File: src/hw/sa_ctrl_pkg.sv
package sa_ctrl_pkg;

    // Array geometry
    localparam int PE_ROW = 4;
    localparam int PE_COL = 4;

    // Field and bus widths
    localparam int DATA_W   = 8;
    localparam int ADDR_W   = 10;
    localparam int SEL_W    = 2;
    localparam int FIELD_W  = 12;
    localparam int OPC_W    = 3;
    localparam int PRM_ID_W = 4;
    localparam int PARAM_W  = 16;
    localparam int PSUM_W   = 16;
    localparam int RUN_W    = $clog2(PE_ROW) + 1; // Holds 0..PE_ROW
    localparam int ROW_ID_W = $clog2(PE_ROW);

    // Opcodes, 5 was psum write-back
    localparam logic [OPC_W-1:0] OPC_NOP     = 3'd0;
    localparam logic [OPC_W-1:0] OPC_PARAM   = 3'd1;
    localparam logic [OPC_W-1:0] OPC_LDSRAM  = 3'd2;
    localparam logic [OPC_W-1:0] OPC_STSRAM  = 3'd3; // Treated as NOP
    localparam logic [OPC_W-1:0] OPC_EX      = 3'd4;
    localparam logic [OPC_W-1:0] OPC_WBPARAM = 3'd6;

    localparam logic [PRM_ID_W-1:0] PRM_S     = 4'd0;
    localparam logic [PRM_ID_W-1:0] PRM_OC    = 4'd1;
    localparam logic [PRM_ID_W-1:0] PRM_IC    = 4'd2;
    localparam logic [PRM_ID_W-1:0] PRM_TRG   = 4'd3;
    localparam logic [PRM_ID_W-1:0] PRM_IC_WH = 4'd4; // IC bits 15:8

    // SRAM target, carried in the data byte
    localparam logic [DATA_W-1:0] TRG_ISRAM = 8'd0;
    localparam logic [DATA_W-1:0] TRG_WSRAM = 8'd1;
    localparam logic [DATA_W-1:0] TRG_PSRAM = 8'd2;

    localparam int DRAIN_CYCLES = PE_ROW + PE_COL; // Pipeline flush per tile

    // Middle field: parameter id for PARAM/WBPARAM, lane and address for LDSRAM
    typedef union packed {
        struct packed {
            logic [FIELD_W-PRM_ID_W-1:0] pad;
            logic [PRM_ID_W-1:0]         id;
        } prm;
        struct packed {
            logic [SEL_W-1:0]  sel;
            logic [ADDR_W-1:0] addr;
        } loc;
    } instr_field_u;

    typedef struct packed {
        logic              valid;
        logic [OPC_W-1:0]  opc;
        instr_field_u      fld;
        logic [DATA_W-1:0] data;
    } instr_t;

    typedef struct packed {
        logic   valid;
        instr_t instr;
    } cmd_t;

    typedef struct packed {
        logic              valid;
        logic [RUN_W-1:0]  run_ic;
        logic [RUN_W-1:0]  run_oc;
        logic [ADDR_W-1:0] base_i;
        logic [ADDR_W-1:0] base_w;
        logic              last;
    } tile_t;

    // One SRAM bank, lanes packed low to high
    typedef struct packed {
        logic [PE_ROW-1:0]        we;
        logic [PE_ROW-1:0]        en;
        logic [PE_ROW*ADDR_W-1:0] addr;
        logic [PE_ROW*DATA_W-1:0] din;
    } sram_wr_t;

    typedef struct packed {
        logic [PARAM_W-1:0] s;
        logic [PARAM_W-1:0] oc;
        logic [PARAM_W-1:0] ic;
    } layer_prm_t;

endpackage

File: src/hw/instr_fetch.sv
`timescale 1ns/1ps

module instr_fetch (
    input  logic                CLK,
    input  logic                RST,
    input  sa_ctrl_pkg::instr_t instr_in,
    input  logic                busy,
    output logic                instr_stall,
    output sa_ctrl_pkg::cmd_t   cmd
);

    logic                cmd_vld;  // One-cycle command pulse
    sa_ctrl_pkg::instr_t cmd_word; // Captured instruction

    // Pending command or a running EX holds off the next word
    assign instr_stall = cmd_vld || busy;

    always_ff @(posedge CLK or posedge RST) begin
        if (RST) begin
            cmd_vld <= 1'b0;
        end else begin
            cmd_vld <= !instr_stall && instr_in.valid; // Invalid words die here
        end
    end

    always_ff @(posedge CLK) begin
        if (!instr_stall) begin
            cmd_word <= instr_in;
        end
    end

    assign cmd = '{valid: cmd_vld, instr: cmd_word};

endmodule

File: src/hw/cmd_dispatch.sv
`timescale 1ns/1ps

module cmd_dispatch (
    input  logic                                CLK,
    input  logic                                RST,
    input  sa_ctrl_pkg::cmd_t                   cmd,
    input  logic                                seq_done,
    output logic                                busy,
    output logic                                ex_start,
    output sa_ctrl_pkg::layer_prm_t             layer_prm,
    output sa_ctrl_pkg::sram_wr_t               sram_input,
    output sa_ctrl_pkg::sram_wr_t               sram_weight,
    output logic                                wb_valid,
    output logic [sa_ctrl_pkg::PSUM_W-1:0]      wb_data
);

    sa_ctrl_pkg::instr_field_u             fld;
    logic [sa_ctrl_pkg::DATA_W-1:0]        data;
    logic [sa_ctrl_pkg::DATA_W-1:0]        trg;     // Current LDSRAM target
    logic                                  is_prm, is_ld, is_ex, is_wb;
    logic [sa_ctrl_pkg::PSUM_W-1:0]        rd_val;  // Readback mux
    logic                                  rd_hit;  // Known parameter id
    sa_ctrl_pkg::sram_wr_t                 wr_lane; // Strobe for the addressed lane

    assign fld  = cmd.instr.fld;
    assign data = cmd.instr.data;

    // STSRAM and NOP fall through with no action
    assign is_prm = cmd.valid && (cmd.instr.opc == sa_ctrl_pkg::OPC_PARAM);
    assign is_ld  = cmd.valid && (cmd.instr.opc == sa_ctrl_pkg::OPC_LDSRAM);
    assign is_ex  = cmd.valid && (cmd.instr.opc == sa_ctrl_pkg::OPC_EX);
    assign is_wb  = cmd.valid && (cmd.instr.opc == sa_ctrl_pkg::OPC_WBPARAM);

    always_comb begin
        rd_hit = 1'b1;
        case (fld.prm.id)
            sa_ctrl_pkg::PRM_S:   rd_val = layer_prm.s;
            sa_ctrl_pkg::PRM_OC:  rd_val = layer_prm.oc;
            sa_ctrl_pkg::PRM_IC:  rd_val = layer_prm.ic;
            sa_ctrl_pkg::PRM_TRG: rd_val = sa_ctrl_pkg::PSUM_W'(trg);
            default: begin
                rd_hit = 1'b0; // No readback for IC_WH or unknown ids
                rd_val = '0;
            end
        endcase
    end

    // Only lane sel carries address and data, the rest stay zero
    always_comb begin
        wr_lane = '0;
        wr_lane.we[fld.loc.sel] = 1'b1;
        wr_lane.en[fld.loc.sel] = 1'b1;
        wr_lane.addr[fld.loc.sel*sa_ctrl_pkg::ADDR_W +: sa_ctrl_pkg::ADDR_W] = fld.loc.addr;
        wr_lane.din[fld.loc.sel*sa_ctrl_pkg::DATA_W +: sa_ctrl_pkg::DATA_W]  = data;
    end

    always_ff @(posedge CLK or posedge RST) begin
        if (RST) begin
            busy        <= 1'b0;
            ex_start    <= 1'b0;
            wb_valid    <= 1'b0;
            sram_input  <= '0;
            sram_weight <= '0;
            layer_prm   <= '0;
            trg         <= sa_ctrl_pkg::TRG_ISRAM;
        end else begin
            // Write ports idle at zero so the top can OR in feeder reads
            sram_input  <= (is_ld && trg == sa_ctrl_pkg::TRG_ISRAM) ? wr_lane : '0;
            sram_weight <= (is_ld && trg == sa_ctrl_pkg::TRG_WSRAM) ? wr_lane : '0;
            wb_valid    <= is_wb && rd_hit;
            ex_start    <= is_ex;
            if (is_ex) begin
                busy <= 1'b1;
            end else if (seq_done) begin
                busy <= 1'b0; // Layer finished
            end
            if (is_prm) begin
                case (fld.prm.id)
                    sa_ctrl_pkg::PRM_S:   layer_prm.s  <= sa_ctrl_pkg::PARAM_W'(data);
                    sa_ctrl_pkg::PRM_OC:  layer_prm.oc <= sa_ctrl_pkg::PARAM_W'(data);
                    sa_ctrl_pkg::PRM_IC:  layer_prm.ic <= sa_ctrl_pkg::PARAM_W'(data);
                    sa_ctrl_pkg::PRM_TRG: trg <= data;
                    sa_ctrl_pkg::PRM_IC_WH: begin
                        layer_prm.ic[sa_ctrl_pkg::PARAM_W-1:sa_ctrl_pkg::DATA_W] <= data;
                    end
                    default: ;
                endcase
            end
        end
    end

    always_ff @(posedge CLK) begin
        if (is_wb) begin
            wb_data <= rd_val;
        end
    end

    // No command arrives while a layer is running
    a_cmd_idle: assert property (@(posedge CLK) disable iff (RST)
        cmd.valid |-> !busy);

endmodule

File: src/hw/tile_sequencer.sv
`timescale 1ns/1ps

module tile_sequencer (
    input  logic                    CLK,
    input  logic                    RST,
    input  logic                    ex_start,
    input  sa_ctrl_pkg::layer_prm_t layer_prm,
    input  logic                    tile_done,
    output sa_ctrl_pkg::tile_t      tile,
    output logic                    seq_done
);

    logic [sa_ctrl_pkg::PARAM_W-1:0] nxt_ic, nxt_oc;   // Start of the next tile
    logic [sa_ctrl_pkg::PARAM_W-1:0] ic_idx, oc_idx;   // Start of the tile being built
    logic [sa_ctrl_pkg::PARAM_W-1:0] ic_rem, oc_rem;
    logic [sa_ctrl_pkg::PARAM_W-1:0] bi_full, bw_full;
    logic                            ic_more, oc_more; // Another tile past this one
    logic                            issue;
    logic                            tile_vld;
    logic                            outstanding;      // Tile sent, no tile_done yet
    sa_ctrl_pkg::tile_t              tile_d, tile_q;

    assign issue  = ex_start || (tile_done && !tile_q.last);
    assign ic_idx = ex_start ? '0 : nxt_ic; // New layer starts at tile 0
    assign oc_idx = ex_start ? '0 : nxt_oc;

    assign ic_rem  = layer_prm.ic - ic_idx;
    assign oc_rem  = layer_prm.oc - oc_idx;
    assign ic_more = ic_rem > sa_ctrl_pkg::PARAM_W'(sa_ctrl_pkg::PE_ROW);
    assign oc_more = oc_rem > sa_ctrl_pkg::PARAM_W'(sa_ctrl_pkg::PE_COL);

    // Input rows stacked per IC tile, weights per OC tile
    assign bi_full = layer_prm.s * (ic_idx >> $clog2(sa_ctrl_pkg::PE_ROW));
    assign bw_full = ic_idx + layer_prm.ic * (oc_idx >> $clog2(sa_ctrl_pkg::PE_COL));

    always_comb begin
        tile_d.valid  = 1'b1;
        tile_d.run_ic = ic_more ? sa_ctrl_pkg::RUN_W'(sa_ctrl_pkg::PE_ROW)
                                : ic_rem[sa_ctrl_pkg::RUN_W-1:0];
        tile_d.run_oc = oc_more ? sa_ctrl_pkg::RUN_W'(sa_ctrl_pkg::PE_COL)
                                : oc_rem[sa_ctrl_pkg::RUN_W-1:0];
        tile_d.base_i = bi_full[sa_ctrl_pkg::ADDR_W-1:0];
        tile_d.base_w = bw_full[sa_ctrl_pkg::ADDR_W-1:0];
        // Empty layer goes out as one zero-size last tile
        tile_d.last   = (!ic_more && !oc_more) || (ic_rem == '0) || (oc_rem == '0);
    end

    always_ff @(posedge CLK or posedge RST) begin
        if (RST) begin
            tile_vld    <= 1'b0;
            outstanding <= 1'b0;
            nxt_ic      <= '0;
            nxt_oc      <= '0;
        end else begin
            tile_vld <= issue;
            if (tile_vld) begin
                outstanding <= 1'b1;
            end else if (tile_done) begin
                outstanding <= 1'b0;
            end
            if (issue) begin
                if (ic_more) begin
                    nxt_ic <= ic_idx + sa_ctrl_pkg::PARAM_W'(sa_ctrl_pkg::PE_ROW); // IC fastest
                    nxt_oc <= oc_idx;
                end else begin
                    nxt_ic <= '0;
                    nxt_oc <= oc_idx + sa_ctrl_pkg::PARAM_W'(sa_ctrl_pkg::PE_COL);
                end
            end
        end
    end

    always_ff @(posedge CLK) begin
        if (issue) begin
            tile_q <= tile_d;
        end
    end

    always_comb begin
        tile       = tile_q;
        tile.valid = tile_vld;
    end

    assign seq_done = tile_done && tile_q.last;

    // Feeder handles one tile at a time
    a_one_tile: assert property (@(posedge CLK) disable iff (RST)
        tile_vld |-> !outstanding);

endmodule

File: src/hw/array_feeder.sv
`timescale 1ns/1ps

module array_feeder (
    input  logic                                              CLK,
    input  logic                                              RST,
    input  sa_ctrl_pkg::tile_t                                tile,
    input  logic [sa_ctrl_pkg::PARAM_W-1:0]                   s_len,
    output logic [sa_ctrl_pkg::PE_COL-1:0]                    weight_rd_en,
    output logic [sa_ctrl_pkg::PE_COL*sa_ctrl_pkg::ADDR_W-1:0] weight_rd_addr,
    output logic [sa_ctrl_pkg::PE_ROW-1:0]                    input_rd_en,
    output logic [sa_ctrl_pkg::PE_ROW*sa_ctrl_pkg::ADDR_W-1:0] input_rd_addr,
    output logic [sa_ctrl_pkg::ROW_ID_W-1:0]                  systolic_en_row_id,
    output logic [sa_ctrl_pkg::PE_COL-1:0]                    systolic_en_w,
    output logic                                              tile_done,
    output logic                                              flag_finish
);

    enum logic [2:0] {F_IDLE, F_PRE, F_LOAD, F_RUN, F_DRAIN, F_DONE} phase;

    sa_ctrl_pkg::tile_t                   cur;      // Tile being fed
    logic [sa_ctrl_pkg::ROW_ID_W-1:0]     load_cnt; // Weight row k
    logic [sa_ctrl_pkg::PARAM_W-1:0]      run_cnt;  // Run index, then drain count
    logic [sa_ctrl_pkg::PE_COL-1:0]       oc_mask;
    logic [sa_ctrl_pkg::PE_ROW-1:0]       ic_mask;
    logic [sa_ctrl_pkg::ADDR_W-1:0]       w_addr, i_addr;

    always_ff @(posedge CLK) begin
        if (phase == F_IDLE && tile.valid) begin
            cur <= tile;
        end
    end

    always_ff @(posedge CLK or posedge RST) begin
        if (RST) begin
            phase    <= F_IDLE;
            load_cnt <= '0;
            run_cnt  <= '0;
        end else begin
            case (phase)
                F_IDLE: begin
                    load_cnt <= '0;
                    if (tile.valid) begin
                        // Zero-size tile skips the array entirely
                        phase <= (tile.run_ic == '0 || tile.run_oc == '0) ? F_DONE : F_PRE;
                    end
                end
                F_PRE: phase <= F_LOAD;
                F_LOAD: begin
                    run_cnt <= '0;
                    if (&load_cnt) begin
                        phase <= (s_len == '0) ? F_DRAIN : F_RUN;
                    end else begin
                        load_cnt <= load_cnt + 1'b1;
                        phase    <= F_PRE;
                    end
                end
                F_RUN: begin
                    if (run_cnt == s_len - 1'b1) begin
                        run_cnt <= '0;
                        phase   <= F_DRAIN;
                    end else begin
                        run_cnt <= run_cnt + 1'b1;
                    end
                end
                F_DRAIN: begin
                    if (run_cnt == sa_ctrl_pkg::PARAM_W'(sa_ctrl_pkg::DRAIN_CYCLES - 1)) begin
                        phase <= F_DONE;
                    end else begin
                        run_cnt <= run_cnt + 1'b1;
                    end
                end
                default: phase <= F_IDLE; // F_DONE
            endcase
        end
    end

    // Thermometer masks, run of 4 gives all lanes
    assign oc_mask = ~({sa_ctrl_pkg::PE_COL{1'b1}} << cur.run_oc);
    assign ic_mask = ~({sa_ctrl_pkg::PE_ROW{1'b1}} << cur.run_ic);
    assign w_addr  = cur.base_w + sa_ctrl_pkg::ADDR_W'(load_cnt);
    assign i_addr  = cur.base_i + run_cnt[sa_ctrl_pkg::ADDR_W-1:0];

    assign weight_rd_en = (phase == F_PRE) ? oc_mask : '0;
    assign input_rd_en  = (phase == F_RUN) ? ic_mask : '0;

    always_comb begin
        for (int i = 0; i < sa_ctrl_pkg::PE_COL; i++) begin
            weight_rd_addr[i*sa_ctrl_pkg::ADDR_W +: sa_ctrl_pkg::ADDR_W] =
                weight_rd_en[i] ? w_addr : '0;
        end
        for (int i = 0; i < sa_ctrl_pkg::PE_ROW; i++) begin
            input_rd_addr[i*sa_ctrl_pkg::ADDR_W +: sa_ctrl_pkg::ADDR_W] =
                input_rd_en[i] ? i_addr : '0;
        end
    end

    // Row k latches the weights read in the preceding cycle
    assign systolic_en_row_id = (phase == F_LOAD) ? load_cnt : '0;
    assign systolic_en_w      = {sa_ctrl_pkg::PE_COL{phase == F_LOAD}};

    assign tile_done   = (phase == F_DONE);
    assign flag_finish = tile_done && cur.last;

    // A new tile only arrives once the previous one is done
    a_tile_idle: assert property (@(posedge CLK) disable iff (RST)
        tile.valid |-> phase == F_IDLE);

endmodule

File: src/hw/systolic_ctrl.sv
`timescale 1ns/1ps

module systolic_ctrl (
    input  logic                                  CLK,
    input  logic                                  RST,
    input  sa_ctrl_pkg::instr_t                   instr_in,
    output logic                                  instr_stall,
    output sa_ctrl_pkg::sram_wr_t                 sram_input,
    output sa_ctrl_pkg::sram_wr_t                 sram_weight,
    output logic [sa_ctrl_pkg::ROW_ID_W-1:0]      systolic_en_row_id,
    output logic [sa_ctrl_pkg::PE_COL-1:0]        systolic_en_w,
    output logic                                  wb_valid,
    output logic [sa_ctrl_pkg::PSUM_W-1:0]        wb_data,
    output logic                                  flag_finish
);

    logic                                              busy;
    sa_ctrl_pkg::cmd_t                                 cmd;
    logic                                              ex_start;
    sa_ctrl_pkg::layer_prm_t                           layer_prm;
    sa_ctrl_pkg::sram_wr_t                             wr_input, wr_weight; // LDSRAM side
    logic                                              seq_done;
    sa_ctrl_pkg::tile_t                                tile;
    logic                                              tile_done;
    logic [sa_ctrl_pkg::PE_COL-1:0]                    w_rd_en;
    logic [sa_ctrl_pkg::PE_COL*sa_ctrl_pkg::ADDR_W-1:0] w_rd_addr;
    logic [sa_ctrl_pkg::PE_ROW-1:0]                    i_rd_en;
    logic [sa_ctrl_pkg::PE_ROW*sa_ctrl_pkg::ADDR_W-1:0] i_rd_addr;

    instr_fetch u_fetch (
        .CLK(CLK), .RST(RST),
        .instr_in(instr_in), .busy(busy),
        .instr_stall(instr_stall), .cmd(cmd)
    );

    cmd_dispatch u_dispatch (
        .CLK(CLK), .RST(RST),
        .cmd(cmd), .seq_done(seq_done),
        .busy(busy), .ex_start(ex_start), .layer_prm(layer_prm),
        .sram_input(wr_input), .sram_weight(wr_weight),
        .wb_valid(wb_valid), .wb_data(wb_data)
    );

    tile_sequencer u_seq (
        .CLK(CLK), .RST(RST),
        .ex_start(ex_start), .layer_prm(layer_prm), .tile_done(tile_done),
        .tile(tile), .seq_done(seq_done)
    );

    array_feeder u_feed (
        .CLK(CLK), .RST(RST),
        .tile(tile), .s_len(layer_prm.s),
        .weight_rd_en(w_rd_en), .weight_rd_addr(w_rd_addr),
        .input_rd_en(i_rd_en), .input_rd_addr(i_rd_addr),
        .systolic_en_row_id(systolic_en_row_id), .systolic_en_w(systolic_en_w),
        .tile_done(tile_done), .flag_finish(flag_finish)
    );

    // Writes only between instructions, reads only during EX
    assign sram_input = '{we:   wr_input.we,
                          en:   wr_input.en | i_rd_en,
                          addr: wr_input.addr | i_rd_addr,
                          din:  wr_input.din};
    assign sram_weight = '{we:   wr_weight.we,
                           en:   wr_weight.en | w_rd_en,
                           addr: wr_weight.addr | w_rd_addr,
                           din:  wr_weight.din};

endmodule

File: config.mk
export PLATFORM = sky130hd
export DESIGN_NAME = systolic_ctrl
export DESIGN_NICKNAME = d
export VERILOG_FILES = /design/src/hw/sa_ctrl_pkg.sv /design/src/hw/instr_fetch.sv /design/src/hw/cmd_dispatch.sv /design/src/hw/tile_sequencer.sv /design/src/hw/array_feeder.sv /design/src/hw/systolic_ctrl.sv
export SDC_FILE = /design/constraint.sdc
export NUM_CORES = 1
export LEC_CHECK = 0
export ABC_CLOCK_PERIOD_IN_PS = 7500
export BUFFER_PORTS_ARGS = -buffer_cell sky130_fd_sc_hd__clkbuf_2
export CORE_ASPECT_RATIO = 0.6
export CORE_UTILIZATION = 54
export DETAILED_ROUTE_END_ITERATION = 10
export PLACE_DENSITY = 0.88
export SETUP_SLACK_MARGIN = 0.4
export SLEW_MARGIN = 15
export SYNTH_ARGS = -nofsm -noshare
export SYNTH_HDL_FRONTEND = slang
export SYNTH_SLANG_ARGS = --single-unit
File: constraint.sdc
create_clock -name CLK -period 7.5 [get_ports CLK]
set_input_delay 1.125 -clock CLK [delete_from_list [all_inputs] [get_ports CLK]]
set_output_delay 1.125 -clock CLK [all_outputs]
set_load 0.02 [all_outputs]
==> metrics.txt, run 1 <==
Syn-to-layout area delta 10.1%; Inst Count DP roughly 2500; Critical-path top delay cell inv_1; worst-path maximum fanout 28; hold_buf cts 0; Worst Path Required 7.77 ns; Hold Path End u_feed.cur[12]$_DFFE_PP_; WL final 58.2 mm; CP Cell Sequence buf_4 -> inv_1 -> nand2_1 -> inv_1 -> nand2_1 -> fa_1 -> inv_1 -> ha_1 -> inv_1 -> fa_1 -> inv_1 -> ha_1 -> inv_1 -> fa_1 -> inv_1 -> ha_1 -> a21oi_1 -> o21bai_1 -> a21oi_1 -> nor2b_1 -> o21ai_0 -> nand2b_1 -> xnor2_1; Clock Skew 0.0187 ns; R2R depth 23; Post-synth ARST share 72.9%; final hold viol count 0; first-pass GRT wire length just under 90 mm; setup_tns 0 ns; DR WL/cell 22.5 um; Worst R2R End u_seq.tile[10]$_DFFE_PP_; Main synth FF type dfrtp_1; Maximum Capacitance Violations 0; Seq cells post-synth around 340; num ports 211; vias after detailed routing 15797; worst vdd ir 0.156 mV; crit path kind reg2reg; max-slew violations 0; minimum clock period 5.92 ns; H-tree lvl count 2; leak pwr ~11 nW; # DRC 0; CP peak stage delay slightly below 0.6 ns; syn avg cell area 10.1 um^2; Crit path arrival time 6.19 ns; Hold Crit Depth 0; gpl congestion 1.03; Iteration-0 DRC Markers 1999; Mapped Nets 2156; area post-placement 21000 um^2; family with the most delay on the worst path adder cells; clk sinks 343; Synth warnings 0; DR pass1 iterations 6; Final Util between 60% and 70%; Post-Syn Area between 20000 and 25000 um^2; reg2reg setup slack 1.58 ns; antenna violations before repair 1; Highest Clock Rate 0.169 GHz; Root Buffer clkbuf_16; Power Dens Cells about 300 nW/um^2; Seq/Total Area, Yosys 45.1%; GR Util All Layers around 30%; fraction of layout cells with a size suffix above 1 16.8%; Yosys top cell area share between 30% and 40%; Post-synth EDFFs 93; Setup crit end kind flop; Vias/cell 6.11; Worst Max-Slew Pin Slew 1.23 ns; CTS tree done; worst-case clock buffer depth 3; DPL Wire Length 43.0 mm; post-synthesis cell count 1980; Post-CTS Setup Bufs 0; CP dominant cell by count inv_1; Finished Layout Cells 2587; Initial Util between 50% and 60%; Finish-stage setup viols 0; # diodes 0; core area 36500 um^2; post-route cell area 22100 um^2; Port Buffer Count 210; nets@finish 2264; Post-CTS Resized 0; Unique masters post-synth 81; hold path start u_seq.tile[12]$_DFFE_PP_; Die Y 151 um; grt ovf 0; Rel. slew slack 17.1%; final worst-path cycle share 78.9%; Worst Path Buf+Inv 8; Startpoint Class flop; total CTS buffers 35; Die Width 251 um; worst r2r src u_dispatch.ex_start$_DFF_PP0_; hold crit path type reg2reg; RSZ-0062 raised after global routing false; largest net degree at the start of global routing 158; CTS clk-pin slew, worst paths around 0.060 ns; worst skew pair latency 0.54 ns; num rows 54; status completed; die area 38000 um^2; post-synth top area cell dfrtp_1; Detail Route Antenna Nets 0; vias in the first global route around 15000; synth top area cells dfrtp_1, edfxtp_1, fa_1
-- area by class of cell --
cell class,count,area [um^2]
clock inverters,9,67.6
fillers,2850,14400
flip-flops and latches,343,9050
repair buffers,224,1170
multi-input cells,1338,9640
well taps,476,596
inverters,146,552
clock buffers,51,1040
-- cells in the mapped netlist, types with 12 or more instances --
cell type	n
dfrtp_1	250
o21a_1	12
fa_1	58
o21ai_0	67
or2_2	19
and3_1	45
nor2_1	195
nand2_1	153
xor2_1	24
clkbuf_1	71
o21bai_1	39
buf_4	75
a21o_1	64
o31ai_1	12
and2_1	108
xnor2_1	65
nand2b_1	20
mux2_2	36
a21oi_1	47
inv_1	145
nor2b_1	31
nand3_1	48
nor3_1	45
edfxtp_1	93
ha_1	92
-- where the power goes --
part | internal [W] | leakage (nW) | switching (W) | total (W)
sequential | 0.00212 | 4.31 | 0.000324 | 0.00244
combinational | 0.000832 | 5.98 | 0.00159 | 0.00242
clock | 0.000967 | 0.541 | 0.000760 | 0.00173
total | 0.00392 | 10.8 | 0.00267 | 0.00659
-- flip-flops by register name (all words and copies together), names as in the netlist, 2 cells and up --
register                count
u_seq.nxt_oc               16
u_feed.run_cnt             16
u_dispatch.sram_weight     76
u_dispatch.layer_prm       32
u_dispatch.sram_input      76
u_dispatch.trg              8
u_fetch.cmd                23
u_feed.phase                3
u_feed.load_cnt             2
u_seq.tile                 27
u_seq.nxt_ic               16
u_feed.cur                 27
u_dispatch.wb_data         16
-- worst register-to-register path: stages, from the launching register on --
cell	delay (ns)
dfrtp_1	0.46
buf_4	0.28
inv_1	0.58
nand2_1	0.33
inv_1	0.38
nand2_1	0.12
fa_1	0.45
inv_1	0.06
ha_1	0.14
inv_1	0.06
fa_1	0.50
inv_1	0.05
ha_1	0.29
inv_1	0.06
fa_1	0.53
inv_1	0.04
ha_1	0.33
a21oi_1	0.23
o21bai_1	0.09
a21oi_1	0.23
nor2b_1	0.08
o21ai_0	0.15
nand2b_1	0.09
xnor2_1	0.13
-- kinds of logic (layout without fill, tap and decap cells) --
kind of cell / count (synthesis) / count (layout) / share of synthesized area (%)
compound gates: 324 / 324 / 11.1
xor+xnor: 89 / 89 / 3.88
fa+ha+maj: 150 / 150 / 11.5
buf+inv: 299 / 430 / 7.04
flops: 343 / 343 / 45.1
mux: 55 / 55 / 3.46
simple gates: 720 / 720 / 17.9
-- layer usage --
metal  GRT usage (%)  wire (um)  vias to the layer above
met5               0          0                        -
met1            42.1      23600                     7808
met4            10.9       1900                        0
met2            43.9      24800                      975
li1                -          -                     6856
met3            10.8       7880                      158
-- stage by stage --
stage | worst slack, ns | hold WS (ns) | power (W)
floorplan | 2.65 | 0.400 | 0.00396
global placement | 1.92 | 0.406 | 0.00467
detailed placement | 1.78 | 0.405 | 0.00477
CTS | 1.71 | 0.420 | 0.00648
global route | 1.24 | 0.425 | 0.00685
finish | 1.58 | 0.419 | 0.00659
-- cell usage in the layout (no fill, tap or decap), types with 44 or more instances in the layout --
master | synthesis | routed
inv_1 | 145 | 144
nor2_1 | 195 | 194
xnor2_1 | 65 | 65
nor3_1 | 45 | 44
ha_1 | 92 | 92
o21ai_0 | 67 | 67
fa_1 | 58 | 58
and2_1 | 108 | 108
nand2_1 | 153 | 153
a21oi_1 | 47 | 47
a21o_1 | 64 | 64
and3_1 | 45 | 45
dfrtp_1 | 250 | 250
nand3_1 | 48 | 48
edfxtp_1 | 93 | 93
clkbuf_2 | 1 | 210
-- worst max-delay path by stage --
stage                                        startpoint                       end  slack, ns  cells past startpoint
after floorplan           u_dispatch.ex_start$_DFF_PP0_  u_seq.tile[10]$_DFFE_PP_       2.65                     18
after global placement    u_dispatch.ex_start$_DFF_PP0_  u_seq.tile[10]$_DFFE_PP_       1.92                     19
after detailed placement  u_dispatch.ex_start$_DFF_PP0_  u_seq.tile[10]$_DFFE_PP_       1.78                     19
after CTS                 u_dispatch.ex_start$_DFF_PP0_  u_seq.tile[10]$_DFFE_PP_       1.71                     19
after global routing      u_dispatch.ex_start$_DFF_PP0_  u_seq.tile[10]$_DFFE_PP_       1.24                     23
final                     u_dispatch.ex_start$_DFF_PP0_  u_seq.tile[10]$_DFFE_PP_       1.58                     23
Note: power is estimated with default switching activity, not from simulation.
==> run 2: changes to the inputs <==
--- a/config.mk
+++ b/config.mk
@@ -5,7 +5,7 @@
 export SDC_FILE = /design/constraint.sdc
 export NUM_CORES = 1
 export LEC_CHECK = 0
-export ABC_CLOCK_PERIOD_IN_PS = 7500
+export ABC_CLOCK_PERIOD_IN_PS = 5400
 export BUFFER_PORTS_ARGS = -buffer_cell sky130_fd_sc_hd__clkbuf_2
 export CORE_ASPECT_RATIO = 0.6
 export CORE_UTILIZATION = 54
==> constraint.sdc (replaced) <==
create_clock -name CLK -period 5.4 [get_ports CLK]
set_input_delay 0.81 -clock CLK [delete_from_list [all_inputs] [get_ports CLK]]
set_output_delay 0.81 -clock CLK [all_outputs]
set_load 0.02 [all_outputs]
==> run 2 against run 1 <==
Net effect:
- routed wire length increased by 0.26%
- global-route usage increased by 0.21 points
- maximum frequency increased by 23%
- sequential power increased by 38%
- combinational power increased by 42%
- largest power group is now combinational logic
- register-to-register slack got worse by 0.99 ns
- clock skew increased by 0.0069 ns
- count of clock-buffer cells in the layout decreased by 1
- critical path type unchanged
==> metrics.txt, run 2 (synthesis results as in run 1) <==
status completed; Setup crit end kind flop; core area 36500 um^2 (unchanged); fraction of layout cells with a size suffix above 1 17.3% (+0.52 points); num ports 211 (unchanged); Maximum Capacitance Violations 0 (unchanged); grt ovf 0 (unchanged); DPL Wire Length 43.7 mm (+1.5%); hold_buf cts 0 (unchanged); first-pass GRT wire length 87.4 mm (+0.16%); die area 38000 um^2 (unchanged); largest net degree at the start of global routing 144 (-8.9%); final hold viol count 0 (unchanged); vias after detailed routing 15653 (-0.91%); Power Dens Cells 416 nW/um^2 (+40%); GR Util All Layers 30.6% (+0.21 points); setup_tns 0 ns (unchanged); crit path kind reg2reg; DR pass1 iterations 6 (unchanged); H-tree lvl count 2 (unchanged); CP dominant cell by count buf_4; CTS clk-pin slew, worst paths 0.07 ns (about the same); CP Cell Sequence buf_4 -> nor2b_1 -> inv_1 -> ha_1 -> nor2b_4 -> o311ai_4 -> a211oi_1 -> or4_4 -> a2111oi_4 -> nand4b_2 -> buf_4 -> nor3b_1 -> xnor2_1; Startpoint Class flop; Inst Count DP 2536 (+0.36%); clk sinks 343 (unchanged); Worst Path Required 5.87 ns (-1.90 ns); Rel. slew slack 16.7% (-0.37 points); final worst-path cycle share 89.2% (+10 points); nets@finish 2274 (+0.44%); most frequent cells in the layout dfrtp_1, clkbuf_2, nor2_1, nand2_1, inv_1; hold crit path type reg2reg; Finish-stage setup viols 0 (unchanged); Syn-to-layout area delta 10.7%; CTS tree done; total CTS buffers 34 (-2.9%); leak pwr 10.9 nW (+0.49%); worst skew pair latency 0.55 ns (about the same); antenna violations before repair 1 (unchanged); family with the most delay on the worst path simple AND/OR/NAND/NOR gates; Vias/cell 6.02 (-1.4%); Crit path arrival time 5.28 ns (-0.91 ns); Initial Util 55.0% (unchanged); max-slew violations 0 (unchanged); num rows 54 (unchanged); vias in the first global route 14959 (-1.8%); Detail Route Antenna Nets 0 (unchanged); gpl congestion 1.02 (-0.99%); # diodes 0 (unchanged); # DRC 0 (unchanged); Iteration-0 DRC Markers 2075 (+3.8%); worst vdd ir 0.228 mV (+46%); Fillers 2892 (+1.5%); Highest Clock Rate 0.208 GHz (+23%); commonest non-fill, non-tap cell in the layout dfrtp_1; worst-path maximum fanout 23 (-18%); CP peak stage delay 0.63 ns (+0.05 ns); Clock Skew 0.0257 ns (+0.00691 ns); Worst Max-Slew Pin Slew 1.24 ns (+0.00654 ns); largest registers in the final layout u_dispatch.sram_input x76, u_dispatch.sram_weight x76, u_dispatch.layer_prm x32; Root Buffer clkbuf_16; R2R depth 13 (-43%); WP depth 13 (-43%); Worst Path Buf+Inv 3 (-5); Die Width 251 um (unchanged); Port Buffer Count 210 (unchanged); Die Y 151 um (unchanged); DR WL/cell 22.4 um (-0.21%); worst-case clock buffer depth 3 (unchanged); WL final 58.3 mm (+0.26%); RSZ-0062 raised after global routing false; minimum clock period 4.81 ns (-1.11 ns); Hold Crit Depth 0 (unchanged); Critical-path top delay cell nor2b_1; Finished Layout Cells 2599 (+0.46%)
-- run 2: cell count changes in the layout (fill, tap and decap cells not counted), sizes merged --
cell,previous run,this run
clkinv,5,6
bufinv,0,2
clkinvlp,3,4
clkbuf,261,260
inv,147,145
buf,14,25
-- run 2: path summary, 6_finish.rpt --
kind,from,endpoint,slack (ns)
max in group asynchronous,RST,u_seq.nxt_oc[1]$_DFFE_PP0P_,3.68
hold / removal,u_seq.tile[6]$_DFFE_PP_,u_feed.cur[6]$_DFFE_PP_,0.42
setup reg to reg,u_dispatch.ex_start$_DFF_PP0_,u_seq.nxt_oc[4]$_DFFE_PP0P_,0.59
setup / recovery,u_dispatch.ex_start$_DFF_PP0_,u_seq.nxt_oc[4]$_DFFE_PP0P_,0.59
hold reg to reg,u_seq.tile[6]$_DFFE_PP_,u_feed.cur[6]$_DFFE_PP_,0.42
min in group asynchronous,RST,u_dispatch.sram_input[7]$_DFF_PP0_,0.43
-- run 2: layout make-up --
type                       instances  area (um^2)  area share, %
clock buffer                      50         1000           4.51
clock inverter                    11          131          0.591
inverter                         146          556           2.50
multi-input combinational       1338         9650           43.4
sequential                       343         9050           40.7
tap                              476          596           2.68
timing repair buffer             235         1250           5.63
-- run 2: report_power, final --
group          leakage (nW)  internal, W  switching, W  total [W]
Sequential             4.31      0.00294      0.000423    0.00337
Clock                 0.551      0.00140       0.00106    0.00246
Combinational          6.03      0.00117       0.00226    0.00343
Total                  10.9      0.00552       0.00374    0.00926
-- run 2: metrics by stage --
| stage | hold WS, ns | cell area, um^2 | worst slack (ns) | power (W) | util, % |
|---|---|---|---|---|---|
| floorplan | 0.400 | 20100 | 0.554 | 0.00551 | - |
| global placement | 0.408 | 21100 | 0.621 | 0.00656 | 57.7 |
| detailed placement | 0.405 | 21100 | 0.562 | 0.00667 | 57.7 |
| CTS | 0.419 | 22200 | 0.549 | 0.00911 | 60.8 |
| global route | 0.427 | 22200 | 0.387 | 0.00965 | 60.9 |
| finish | 0.420 | 22200 | 0.586 | 0.00926 | 60.9 |
-- run 2: worst reg2reg max path: cells and delay by family, from the launching register on --
family	cells	cell delay, ns
buf+inv	3	0.91
compound gates	3	0.80
simple gates	5	2.02
flops	1	0.43
xor+xnor	1	0.15
fa+ha+maj	1	0.42
-- run 2: repair_timing --
| action | in CTS | in global routing |
|---|---|---|
| setup endpoints to repair | 0 | 1 |
| gates resized for setup | 0 | 4 |
| setup buffers | 0 | 2 |
-- run 2: per-layer routing --
layer / track usage (%) / share of wire (%) / up-vias
li1: - / - / 6890
met1: 44.3 / 42 / 7745
met2: 42.6 / 42 / 897
met3: 11.0 / 13 / 119
met4: 8.75 / 2.5 / 2
met5: 1.56 / 0.14 / -
==> run 3: changes to the inputs <==
==> constraint.sdc (replaced) <==
create_clock -name CLK -period 5.4 [get_ports CLK]
set_input_delay 1.08 -clock CLK [delete_from_list [all_inputs] [get_ports CLK]]
set_output_delay 1.08 -clock CLK [all_outputs]
set_load 0.02 [all_outputs]
==> run 3 against run 2 <==
Net effect:
- clock skew barely moved
- critical path depth rose by 3
- routed wire length rose by 3.0%
- highest routed layer is now met4
- largest power group unchanged
- sequential share of layout area fell by 0.18 points
- clock power rose by 2%
- count of clock-buffer cells in the layout fell by 2
- worst hold slack improved by 0.00084 ns
==> metrics.txt, run 3 (synthesis results as in run 1) <==
max-slew violations 0 (unchanged); R2R depth 16 (+3); largest registers in the final layout u_dispatch.sram_input x76, u_dispatch.sram_weight x76, u_dispatch.layer_prm x32; commonest non-fill, non-tap cell in the layout dfrtp_1; leak pwr 11.0 nW (+0.62%); antenna violations before repair 0 (-1); WL final 60.1 mm (+3.0%); Syn-to-layout area delta 11.2%; first-pass GRT wire length 90.5 mm (+3.5%); # DRC 0 (unchanged); Initial Util 55.0% (unchanged); worst skew pair latency 0.55 ns (about the same); Die Width 251 um (unchanged); Crit path arrival time 5.13 ns (-0.15 ns); Rel. slew slack 20.9% (+4.2 points); vias in the first global route 15435 (+3.2%); Worst R2R End u_seq.tile[10]$_DFFE_PP_; Hold Crit Depth 0 (unchanged); num ports 211 (unchanged); DR WL/cell 23.1 um (+2.8%); CTS clk-pin slew, worst paths 0.07 ns (about the same); Maximum Capacitance Violations 0 (unchanged); DR pass1 iterations 6 (unchanged); vias after detailed routing 15912 (+1.7%); routed wl met3 7.93 mm (+4.2%); Power Dens Cells 419 nW/um^2 (+0.56%); GR Util All Layers 31.6% (+0.99 points); crit path kind reg2reg; largest net degree at the start of global routing 91 (-37%); reg2reg setup slack 0.56 ns (-0.02 ns); worst r2r src u_dispatch.ex_start$_DFF_PP0_; total CTS buffers 34 (unchanged); DR top layer met4; status completed; worst-case clock buffer depth 3 (unchanged); CP Cell Sequence buf_4 -> nor2b_2 -> nand2_1 -> fa_1 -> fa_1 -> inv_1 -> fa_1 -> fa_1 -> inv_1 -> fa_1 -> xnor2_1 -> xnor2_1 -> xnor2_1 -> xnor2_1 -> xnor2_1 -> xnor2_1; family with the most delay on the worst path adder cells; Port Buffer Count 210 (unchanged); Hold Path End u_feed.cur[2]$_DFFE_PP_; Vias/cell 6.12 (+1.5%); clk sinks 343 (unchanged); hold crit path type reg2reg; Worst Path Required 5.69 ns (-0.18 ns); Worst Max-Slew Pin Slew 1.18 ns (-0.0631 ns); Finish-stage setup viols 0 (unchanged); Root Buffer clkbuf_16; Critical-path top delay cell fa_1; minimum clock period 4.84 ns (+0.0250 ns); Setup crit end kind flop; Detail Route Antenna Nets 0 (unchanged); metal2 WL 25.3 mm (+2.6%); die area 38000 um^2 (unchanged); Worst Path Buf+Inv 3 (unchanged); final worst-path cycle share 89.6% (+0.46 points); most frequent cells in the layout dfrtp_1, clkbuf_2, nor2_1, nand2_1, inv_1; nets@finish 2278 (+0.18%); final hold viol count 0 (unchanged); Die Y 151 um (unchanged); RSZ-0062 raised after global routing true; CP dominant cell by count xnor2_1; # diodes 0 (unchanged); gpl congestion 1.06 (+4.1%); WL met1 25.2 mm (+2.4%); Iteration-0 DRC Markers 2209 (+6.5%); worst vdd ir 0.235 mV (+2.9%); CTS tree done; Clock Skew 0.0254 ns (-0.000213 ns); post-route cell area 22300 um^2 (+0.45%); num rows 54 (unchanged); fraction of layout cells with a size suffix above 1 18.1% (+0.73 points); hold path start u_seq.tile[2]$_DFFE_PP_; DPL Wire Length 44.8 mm (+2.7%); Startpoint Class flop; grt ovf 0 (unchanged); H-tree lvl count 2 (unchanged); CP peak stage delay 0.56 ns (-0.07 ns); area post-placement 21100 um^2 (+0.20%); Highest Clock Rate 0.207 GHz (-0.52%); setup_tns 0 ns (unchanged); core area 36500 um^2 (unchanged); worst-path maximum fanout 12 (-48%)
## run 3: metal layers
metal / up-vias / GRT usage, %
met2: 952 / 44.3
met4: 0 / 9.70
li1: 6897 / -
met5: - / 0
met3: 147 / 11.1
met1: 7916 / 45.6
## run 3: what timing repair did
action,4_1_cts,5_1_grt
setup buffers,0,2
cloned,0,0
hold buffers,0,0
gates resized for setup,1,11
endpoints found under the setup margin,1,10
## run 3: worst max path at each step
stage / end / start / slack, ns / cells past startpoint
6_report: u_seq.tile[10]$_DFFE_PP_ / u_dispatch.ex_start$_DFF_PP0_ / 0.56 / 16
5_1_grt: u_seq.tile[10]$_DFFE_PP_ / u_dispatch.ex_start$_DFF_PP0_ / 0.36 / 16
4_1_cts: u_seq.tile[10]$_DFFE_PP_ / u_dispatch.ex_start$_DFF_PP0_ / 0.41 / 16
3_5_place_dp: u_seq.tile[10]$_DFFE_PP_ / u_dispatch.ex_start$_DFF_PP0_ / 0.35 / 16
3_3_place_gp: u_seq.tile[10]$_DFFE_PP_ / u_dispatch.ex_start$_DFF_PP0_ / 0.54 / 16
2_1_floorplan: u_seq.tile[10]$_DFFE_PP_ / u_dispatch.ex_start$_DFF_PP0_ / 0.55 / 18
## run 3: stage by stage
step,cells,hold WS (ns),total power [W],worst slack [ns],util (%)
finish,2602,0.421,0.00935,0.561,61.2
global route,2602,0.429,0.00973,0.364,61.2
CTS,2600,0.421,0.00920,0.414,61.0
detailed placement,2540,0.408,0.00669,0.353,57.8
global placement,2540,0.406,0.00658,0.537,57.8
floorplan,1980,0.400,0.00551,0.554,-
## run 3: where the power goes
group	switching, W	leakage, nW	total [W]	internal (W)
clock	0.00106	0.585	0.00251	0.00145
combinational	0.00228	6.06	0.00347	0.00119
sequential	0.000427	4.30	0.00337	0.00294
total	0.00377	11.0	0.00935	0.00558
## run 3: cell type report
type / instances / area (um^2)
clock buffer: 48 / 1040
clock inverter: 12 / 128
fill: 2854 / 14100
inverter: 146 / 556
multi-input combinational: 1338 / 9670
sequential: 343 / 9050
tap: 476 / 596
timing repair buffer: 239 / 1290
